==> src/verilog/mps_pkg.sv <==
package mps_pkg;

	localparam int PORT_NUM = 4;
	localparam int BAUD_DIV = 16; // Clocks per serial bit
	localparam int PORT_STRIDE_LSB = 4; // 16 bytes per port
	localparam int REG_IDX_LSB = 2; // Registers are word aligned

	typedef logic [7:0] byte_t;
	typedef logic [1:0] port_idx_t;
	typedef logic [1:0] reg_idx_t;

	typedef logic [31:0] axi_addr_t;
	typedef logic [31:0] axi_data_t;
	typedef logic [1:0] axi_resp_t;

	typedef logic [$clog2(BAUD_DIV)-1:0] baud_cnt_t;

	// Register map inside one port
	localparam reg_idx_t REG_DATA = 2'd0; // Offset 0x0
	localparam reg_idx_t REG_STATUS = 2'd1; // Offset 0x4
	localparam reg_idx_t REG_CTRL = 2'd2; // Offset 0x8

	// STATUS bits
	localparam int ST_TX_BUSY = 0;
	localparam int ST_RX_VALID = 1;
	localparam int ST_OVERRUN = 2;

	// CTRL bits
	localparam int CT_RX_IRQ_EN = 0;
	localparam int CT_LOOPBACK = 1;

	localparam axi_resp_t RESP_OKAY = 2'd0;
	localparam axi_resp_t RESP_SLVERR = 2'd2;

	typedef enum logic [1:0] {
		TX_IDLE,
		TX_START,
		TX_DATA,
		TX_STOP
	} tx_state_t;

	typedef enum logic [1:0] {
		RX_IDLE,
		RX_START,
		RX_DATA,
		RX_STOP
	} rx_state_t;

endpackage

==> src/verilog/mps_axil_regs.sv <==
`timescale 1ns/1ps

module mps_axil_regs import mps_pkg::*; (
	input aclk,
	input rstni,

	input awvalid_i,
	output logic awready_o,
	input axi_addr_t awaddr_i,
	input wvalid_i,
	output logic wready_o,
	input axi_data_t wdata_i,
	input [3:0] wstrb_i,
	output logic bvalid_o,
	input bready_i,
	output axi_resp_t bresp_o,
	input arvalid_i,
	output logic arready_o,
	input axi_addr_t araddr_i,
	output logic rvalid_o,
	input rready_i,
	output axi_data_t rdata_o,
	output axi_resp_t rresp_o,

	output logic [PORT_NUM-1:0] wr_stb_o,
	output logic [PORT_NUM-1:0] rd_stb_o,
	output reg_idx_t reg_sel_o,
	output byte_t wbyte_o,
	output port_idx_t port_sel_o,
	input byte_t port_rdata_i
);

	logic wr_acc;
	logic rd_acc;
	logic wr_err;
	logic rd_err;
	port_idx_t wr_port;

	// Port index past the last port or register slot 3
	function automatic logic addr_err(axi_addr_t addr);
		addr_err = (addr[31:PORT_STRIDE_LSB] >= PORT_NUM) ||
			(addr[PORT_STRIDE_LSB-1:REG_IDX_LSB] > REG_CTRL);
	endfunction

	// Write wins, a read waits one cycle
	assign wr_acc = awvalid_i && wvalid_i && !bvalid_o;
	assign rd_acc = arvalid_i && !rvalid_o && !wr_acc;

	assign awready_o = wr_acc;
	assign wready_o = wr_acc;
	assign arready_o = rd_acc;

	assign wr_err = addr_err(awaddr_i);
	assign rd_err = addr_err(araddr_i);

	assign wr_port = awaddr_i[PORT_STRIDE_LSB +: $bits(port_idx_t)];
	assign port_sel_o = araddr_i[PORT_STRIDE_LSB +: $bits(port_idx_t)];

	assign reg_sel_o = wr_acc ? awaddr_i[PORT_STRIDE_LSB-1:REG_IDX_LSB] :
		araddr_i[PORT_STRIDE_LSB-1:REG_IDX_LSB];
	assign wbyte_o = wdata_i[7:0];

	always_comb begin
		wr_stb_o = '0;
		rd_stb_o = '0;
		if (wr_acc && !wr_err && wstrb_i[0]) // Upper lanes carry nothing
			wr_stb_o[wr_port] = 1'b1;
		if (rd_acc && !rd_err)
			rd_stb_o[port_sel_o] = 1'b1;
	end

	always_ff @(posedge aclk or negedge rstni) begin
		if (!rstni) begin
			bvalid_o <= 1'b0;
			rvalid_o <= 1'b0;
		end else begin
			if (wr_acc)
				bvalid_o <= 1'b1;
			else if (bready_i)
				bvalid_o <= 1'b0;
			if (rd_acc)
				rvalid_o <= 1'b1;
			else if (rready_i)
				rvalid_o <= 1'b0;
		end
	end

	always_ff @(posedge aclk) begin
		if (wr_acc)
			bresp_o <= wr_err ? RESP_SLVERR : RESP_OKAY;
		if (rd_acc) begin
			rresp_o <= rd_err ? RESP_SLVERR : RESP_OKAY;
			rdata_o <= rd_err ? '0 : {24'b0, port_rdata_i}; // Sampled before the read clears
		end
	end

	a_bvalid_hold: assert property (@(posedge aclk) disable iff (!rstni)
		bvalid_o && !bready_i |=> bvalid_o);

	// One port and one direction per cycle
	a_stb_onehot: assert property (@(posedge aclk) disable iff (!rstni)
		$onehot0({wr_stb_o, rd_stb_o}));

endmodule

==> src/verilog/mps_irq_mux.sv <==
`timescale 1ns/1ps

module mps_irq_mux import mps_pkg::*; (
	input aclk,
	input rstni,
	input port_idx_t port_sel_i,
	input byte_t [PORT_NUM-1:0] rdata_i,
	input [PORT_NUM-1:0] irq_i,
	output byte_t rdata_o,
	output logic intr_request_o
);

	logic irq_any;

	// Decoder registers this byte into the R channel
	assign rdata_o = rdata_i[port_sel_i];

	assign irq_any = |irq_i;

	// One shared line for all ports
	always_ff @(posedge aclk or negedge rstni) begin
		if (!rstni)
			intr_request_o <= 1'b0;
		else
			intr_request_o <= irq_any;
	end

endmodule

==> src/verilog/mps_top.sv <==
`timescale 1ns/1ps

module mps_top import mps_pkg::*; (
	input aclk,
	input rstni,

	input awvalid_i,
	output logic awready_o,
	input axi_addr_t awaddr_i,
	input wvalid_i,
	output logic wready_o,
	input axi_data_t wdata_i,
	input [3:0] wstrb_i,
	output logic bvalid_o,
	input bready_i,
	output axi_resp_t bresp_o,
	input arvalid_i,
	output logic arready_o,
	input axi_addr_t araddr_i,
	output logic rvalid_o,
	input rready_i,
	output axi_data_t rdata_o,
	output axi_resp_t rresp_o,

	output logic intr_request_o,

	input [PORT_NUM-1:0] rxd_i,
	output logic [PORT_NUM-1:0] txd_o
);

	logic [PORT_NUM-1:0] wr_stb;
	logic [PORT_NUM-1:0] rd_stb;
	reg_idx_t reg_sel;
	byte_t wbyte;
	port_idx_t port_sel;
	byte_t sel_rdata;
	byte_t [PORT_NUM-1:0] port_rdata;
	logic [PORT_NUM-1:0] port_irq;

	mps_axil_regs u_regs (
		.aclk(aclk),
		.rstni(rstni),
		.awvalid_i(awvalid_i),
		.awready_o(awready_o),
		.awaddr_i(awaddr_i),
		.wvalid_i(wvalid_i),
		.wready_o(wready_o),
		.wdata_i(wdata_i),
		.wstrb_i(wstrb_i),
		.bvalid_o(bvalid_o),
		.bready_i(bready_i),
		.bresp_o(bresp_o),
		.arvalid_i(arvalid_i),
		.arready_o(arready_o),
		.araddr_i(araddr_i),
		.rvalid_o(rvalid_o),
		.rready_i(rready_i),
		.rdata_o(rdata_o),
		.rresp_o(rresp_o),
		.wr_stb_o(wr_stb),
		.rd_stb_o(rd_stb),
		.reg_sel_o(reg_sel),
		.wbyte_o(wbyte),
		.port_sel_o(port_sel),
		.port_rdata_i(sel_rdata)
	);

	for (genvar i = 0; i < PORT_NUM; i++) begin : g_port
		mps_uart_port u_port (
			.aclk(aclk),
			.rstni(rstni),
			.wr_en_i(wr_stb[i]),
			.rd_en_i(rd_stb[i]),
			.reg_sel_i(reg_sel),
			.wbyte_i(wbyte),
			.rdata_o(port_rdata[i]),
			.irq_o(port_irq[i]),
			.rxd_i(rxd_i[i]),
			.txd_o(txd_o[i])
		);
	end

	mps_irq_mux u_irq_mux (
		.aclk(aclk),
		.rstni(rstni),
		.port_sel_i(port_sel),
		.rdata_i(port_rdata),
		.irq_i(port_irq),
		.rdata_o(sel_rdata),
		.intr_request_o(intr_request_o)
	);

endmodule

==> src/verilog/mps_uart_port.sv <==
`timescale 1ns/1ps

module mps_uart_port import mps_pkg::*; (
	input aclk,
	input rstni,
	input wr_en_i,
	input rd_en_i,
	input reg_idx_t reg_sel_i,
	input byte_t wbyte_i,
	output byte_t rdata_o,
	output logic irq_o,
	input rxd_i,
	output logic txd_o
);

	tx_state_t tx_state;
	baud_cnt_t tx_cnt;
	logic [2:0] tx_bit;
	byte_t tx_shift;
	logic tx_tick;
	logic tx_start;
	logic tx_busy;

	rx_state_t rx_state;
	baud_cnt_t rx_cnt;
	logic [2:0] rx_bit;
	byte_t rx_shift;
	byte_t rx_data;
	logic [1:0] rx_sync;
	logic rx_in;
	logic rx_tick;
	logic rx_done;
	logic rx_store;
	logic rx_valid;
	logic overrun;

	logic irq_en;
	logic loopback;
	logic rd_data;

	assign tx_tick = tx_cnt == baud_cnt_t'(BAUD_DIV - 1);
	assign tx_start = wr_en_i && reg_sel_i == REG_DATA && tx_state == TX_IDLE; // Busy drops it
	assign tx_busy = tx_state != TX_IDLE;

	always_ff @(posedge aclk or negedge rstni) begin
		if (!rstni) begin
			tx_state <= TX_IDLE;
			tx_cnt <= '0;
			tx_bit <= '0;
			txd_o <= 1'b1;
		end else if (tx_start) begin
			tx_state <= TX_START;
			tx_cnt <= '0;
			txd_o <= 1'b0; // Start bit from next cycle
		end else if (tx_busy) begin
			tx_cnt <= tx_tick ? '0 : tx_cnt + 1'b1;
			if (tx_tick) begin
				case (tx_state)
					TX_START: begin
						tx_state <= TX_DATA;
						tx_bit <= '0;
						txd_o <= tx_shift[0];
					end
					TX_DATA: begin
						tx_bit <= tx_bit + 1'b1;
						if (tx_bit == 3'd7) begin
							tx_state <= TX_STOP;
							txd_o <= 1'b1;
						end else begin
							txd_o <= tx_shift[0];
						end
					end
					default: tx_state <= TX_IDLE;
				endcase
			end
		end
	end

	always_ff @(posedge aclk) begin
		if (tx_start)
			tx_shift <= wbyte_i;
		else if (tx_tick && (tx_state == TX_START || tx_state == TX_DATA))
			tx_shift <= tx_shift >> 1; // LSB first
	end

	// Loopback takes our own line instead of the pin
	always_ff @(posedge aclk or negedge rstni) begin
		if (!rstni)
			rx_sync <= 2'b11;
		else
			rx_sync <= {rx_sync[0], loopback ? txd_o : rxd_i};
	end
	assign rx_in = rx_sync[1];

	assign rx_tick = rx_state == RX_START ? rx_cnt == baud_cnt_t'(BAUD_DIV / 2 - 1) :
		rx_cnt == baud_cnt_t'(BAUD_DIV - 1);
	assign rx_done = rx_state == RX_STOP && rx_tick && rx_in; // Mid stop bit
	assign rd_data = rd_en_i && reg_sel_i == REG_DATA;
	assign rx_store = rx_done && (!rx_valid || rd_data);

	always_ff @(posedge aclk or negedge rstni) begin
		if (!rstni) begin
			rx_state <= RX_IDLE;
			rx_cnt <= '0;
			rx_bit <= '0;
		end else if (rx_state == RX_IDLE) begin
			rx_cnt <= '0;
			if (!rx_in)
				rx_state <= RX_START;
		end else begin
			rx_cnt <= rx_tick ? '0 : rx_cnt + 1'b1;
			if (rx_tick) begin
				case (rx_state)
					RX_START: begin
						rx_state <= rx_in ? RX_IDLE : RX_DATA; // Glitch filter
						rx_bit <= '0;
					end
					RX_DATA: begin
						rx_bit <= rx_bit + 1'b1;
						if (rx_bit == 3'd7)
							rx_state <= RX_STOP;
					end
					default: rx_state <= RX_IDLE;
				endcase
			end
		end
	end

	always_ff @(posedge aclk) begin
		if (rx_state == RX_DATA && rx_tick)
			rx_shift <= {rx_in, rx_shift[7:1]};
		if (rx_store)
			rx_data <= rx_shift;
	end

	always_ff @(posedge aclk or negedge rstni) begin
		if (!rstni) begin
			rx_valid <= 1'b0;
			overrun <= 1'b0;
		end else if (rx_store) begin
			rx_valid <= 1'b1;
			overrun <= 1'b0;
		end else if (rx_done) begin
			overrun <= 1'b1; // Old byte kept
		end else if (rd_data) begin
			rx_valid <= 1'b0;
			overrun <= 1'b0;
		end
	end

	always_ff @(posedge aclk or negedge rstni) begin
		if (!rstni) begin
			irq_en <= 1'b0;
			loopback <= 1'b0;
		end else if (wr_en_i && reg_sel_i == REG_CTRL) begin
			irq_en <= wbyte_i[CT_RX_IRQ_EN];
			loopback <= wbyte_i[CT_LOOPBACK];
		end
	end

	always_comb begin
		rdata_o = '0;
		case (reg_sel_i)
			REG_DATA: rdata_o = rx_data;
			REG_STATUS: begin
				rdata_o[ST_TX_BUSY] = tx_busy;
				rdata_o[ST_RX_VALID] = rx_valid;
				rdata_o[ST_OVERRUN] = overrun;
			end
			REG_CTRL: begin
				rdata_o[CT_RX_IRQ_EN] = irq_en;
				rdata_o[CT_LOOPBACK] = loopback;
			end
			default: rdata_o = '0;
		endcase
	end

	assign irq_o = rx_valid && irq_en;

	a_start_low: assert property (@(posedge aclk) disable iff (!rstni)
		$rose(tx_state == TX_START) |-> !txd_o [*BAUD_DIV]);

endmodule
==> config.mk <==
export PLATFORM = sky130hd
export DESIGN_NAME = mps_top
export DESIGN_NICKNAME = d
export VERILOG_FILES = /design/src/verilog/mps_pkg.sv /design/src/verilog/mps_axil_regs.sv /design/src/verilog/mps_irq_mux.sv /design/src/verilog/mps_top.sv /design/src/verilog/mps_uart_port.sv
export SDC_FILE = /design/constraint.sdc
export NUM_CORES = 1
export LEC_CHECK = 0
export BUFFER_PORTS_ARGS = -buffer_cell sky130_fd_sc_hd__buf_4
export CAP_MARGIN = 25
export CORE_AREA = 10 10 109 209
export DETAILED_ROUTE_END_ITERATION = 8
export DIE_AREA = 0 0 119 219
export GPL_TIMING_DRIVEN = 0
export PLACE_DENSITY = 0.76
export RECOVER_POWER = 100
export SLEW_MARGIN = 5
export SYNTH_ARGS = -nofsm -noshare
export SYNTH_HDL_FRONTEND = slang
export SYNTH_SLANG_ARGS = --single-unit
==> constraint.sdc <==
create_clock -name aclk -period 7.96 [get_ports aclk]
set_clock_uncertainty 0.15 [all_clocks]
set_input_delay 0.398 -clock aclk [delete_from_list [all_inputs] [get_ports aclk]]
set_output_delay 0.398 -clock aclk [all_outputs]
set_load 0.02 [all_outputs]
==> out/results.ini <==
[final_layout]
syn2layout_area_growth_pct = 17.02
final_cell_mix = 111 x buf_4, 106 x edfxtp_1, 91 x nand2_1, 91 x dfrtp_1, 51 x o21ai_0
layout.cells.most_common = buf_4
fillers = 1632
nets = 1123
diodes = 0
drive_gt1_frac = 0.1957

[floorplan]
row_count = 72
die_area_um2 = 26060
start_util = 0.5151
die_x_um = 119
die_h_um = 219
core_um2 = 19280
io_pins = 157

[logic_synthesis]
ys_types = 57
syn_avg_cell_area_um2 = 12.21
yosysTopAreaCell = edfxtp_1
yosys-top-cells-area = edfxtp_1 32%, dfrtp_1 23%, ha_1 6.0%, mux2_2 3.9%, nand2_1 3.4%
synth-seq-area-share = 0.5817
synthCells = 813
syn_area_um2 = 9930
synth-edff-count = 106
synth-main-ff-cell = edfxtp_1
yosysWarnings = 0
synth_top_area_frac = 0.3206
synth-async-reset-ratio = 0.4928
synth_seq_cells = 209

[timing]
hold_violations = 0
slew_violations = 0
timing.hold.ws_ps = 3.239
tns_ps = 0
timing.final.crit_share = 0.4768
min_period_ps = 3796
tightest_slew_ps = 948.3
rsz0062_at_grt = no
finalSetupViolations = 0
max_freq_mhz = 263.5
slew_headroom = 0.3497

[critical_path]
cp-end-kind = flop
crit_type = flop to flop
worstPathRequired_ps = 7920
start_kind = flop
cp_max_fo = 17
critPathArrivalTime_ps = 3760

[drt]
ant_nets = 0
viasPerCell = 5.385
drc_errors = 0
wl_um = 22080
drt_iter0_drc = 349
first_pass_iters = 5
wl_per_cell_um = 17.88
vias = 6650

[place]
io_buffer_count = 98
place_congestion = 0.8720
hpwl_um = 16190

[cts]
cts_resized = 0
cts_setup_buffers = 0
clk_pin_slew_worst_paths_ps = 70
ctsHtreeMaxLevel = 1
cts_tree = done
cts_hold_buffers = 3
clockBufferDepth = 3
numCtsBuffers = 19
cts_num_sinks = 209
worstSkewPairLatency_ps = 490
clock-root-buffer = clkbuf_16

[grt]
antenna_found_initial = 0
grt-ovfl-total = 0
grt_usage = 0.1645
grt_pass1_wl_um = 35250
grt_pass1_vias = 6920
grt_max_degree = 104

[power_and_ir_drop]
p_per_area_nw_per_um2 = 219.1
p_leak_nw = 4.761
vdd_drop_max_v = 0.0001340

[run]
maxCapViolCount = 0

[outcome]
status = finished clean

[min_path]
hp-class = primary input to flop

[synth_stat cells, types with 8 or more instances]
| master | n |
|---|---|
| nand2b_1 | 17 |
| nand3_1 | 20 |
| edfxtp_1 | 106 |
| nor2_1 | 29 |
| nor3_1 | 14 |
| nand2_1 | 91 |
| o21ai_0 | 51 |
| mux2i_1 | 16 |
| and2_1 | 10 |
| nor2b_1 | 12 |
| inv_1 | 30 |
| a31oi_1 | 8 |
| dfrtp_1 | 91 |
| ha_1 | 48 |
| nor4_1 | 12 |
| dfstp_2 | 12 |
| nand4_1 | 8 |
| o22ai_1 | 14 |
| and3_1 | 14 |
| a21oi_1 | 35 |
| xor2_1 | 8 |
| buf_4 | 33 |
| mux2_2 | 34 |
| clkbuf_1 | 17 |
[cells by family (layout without fill, tap and decap cells)]
kind of cell | Yosys count | after routing | synth area share
adder cells (fa/ha/maj) | 48 | 48 | 0.06048
flip-flops | 209 | 209 | 0.5817
multiplexers | 65 | 65 | 0.08165
AO/OA/AOI/OAI | 142 | 142 | 0.08632
buffers and inverters | 84 | 222 | 0.04536
XOR/XNOR | 15 | 15 | 0.01323
AND/OR/NAND/NOR | 249 | 249 | 0.1309
other | 1 | 26 | 0.0003777
[final timing paths]
| check | endpoint | slack [ps] | startpoint | cells after the start |
|---|---|---|---|---|
| setup reg to reg | g_port[2].u_port.rx_data[7] | 4160 | u_regs.bvalid_o | 6 |
| hold reg to reg | g_port[2].u_port.rx_sync[1] | 220 | g_port[2].u_port.rx_sync[0] | 0 |
| max in group asynchronous | g_port[2].u_port.rx_sync[0] | 6200 | rstni | 3 |
| setup / recovery | g_port[2].u_port.rx_data[7] | 4160 | u_regs.bvalid_o | 6 |
| hold / removal | g_port[3].u_port.rx_sync[0] | 3 | rxd_i[3] | 2 |
| min in group asynchronous | g_port[1].u_port.rx_bit[1] | 440 | rstni | 2 |
[power by group]
group          internal (mW)  switching, mW  total, mW
clock                  0.556          0.398      0.954
sequential              1.19         0.0489       1.24
combinational          0.159          0.191      0.350
total                   1.91          0.637       2.55
[layer usage]
metal / part of all wire / up-vias / global-route usage
li1: - / 3201 / -
met1: 0.36 / 3260 / 0.1700
met2: 0.56 / 143 / 0.3147
met3: 0.041 / 46 / 0.02700
met4: 0.037 / 0 / 0.07242
met5: 0 / - / 0
[registers in the layout, indices dropped and copies added, names as in the netlist, 4 cells and up]
| signal | flops |
|---|---|
| g_port.u_port.rx_data | 32 |
| g_port.u_port.rx_valid | 4 |
| g_port.u_port.tx_bit | 12 |
| g_port.u_port.overrun | 4 |
| g_port.u_port.rx_sync | 8 |
| g_port.u_port.rx_state | 8 |
| g_port.u_port.tx_shift | 32 |
| g_port.u_port.rx_cnt | 16 |
| g_port.u_port.txd_o | 4 |
| g_port.u_port.tx_state | 8 |
| g_port.u_port.irq_en | 4 |
| g_port.u_port.tx_cnt | 16 |
| g_port.u_port.rx_bit | 12 |
| u_regs.rdata_o | 8 |
| g_port.u_port.rx_shift | 32 |
| g_port.u_port.loopback | 4 |
[per-stage QoR]
stage	cells	cell area [um2]	power (mW)	utilization	worst slack, ps
after floorplan	838	10020	1.501	-	4841
after global placement	1195	11080	1.606	0.5749	4334
after detailed placement	1197	11110	1.620	0.5765	4775
after CTS	1233	11800	2.576	0.6118	4910
after global routing	1235	11620	2.655	0.6027	3888
final	1235	11620	2.546	0.6027	4164
[area by class of cell]
class / instances / area (um2) / share of cell area
sequential: 209 / 5776 / 0.4970
clock inverter: 8 / 101.3 / 0.008722
timing repair buffer: 105 / 744.5 / 0.06407
clock buffer: 25 / 550.5 / 0.04738
buffer: 54 / 322.8 / 0.02778
tap: 259 / 324.1 / 0.02789
inverter: 30 / 112.6 / 0.009691
multi-input combinational: 545 / 3689 / 0.3174
[critical path, stage by stage (launching register included)]
cell and delay, ps:
dfrtp_1 380, nand3b_1 330, inv_1 240, nor3b_1 420
clkbuf_1 770, nand4_1 330, a21oi_1 790
Power figures use the tool's default switching activity.
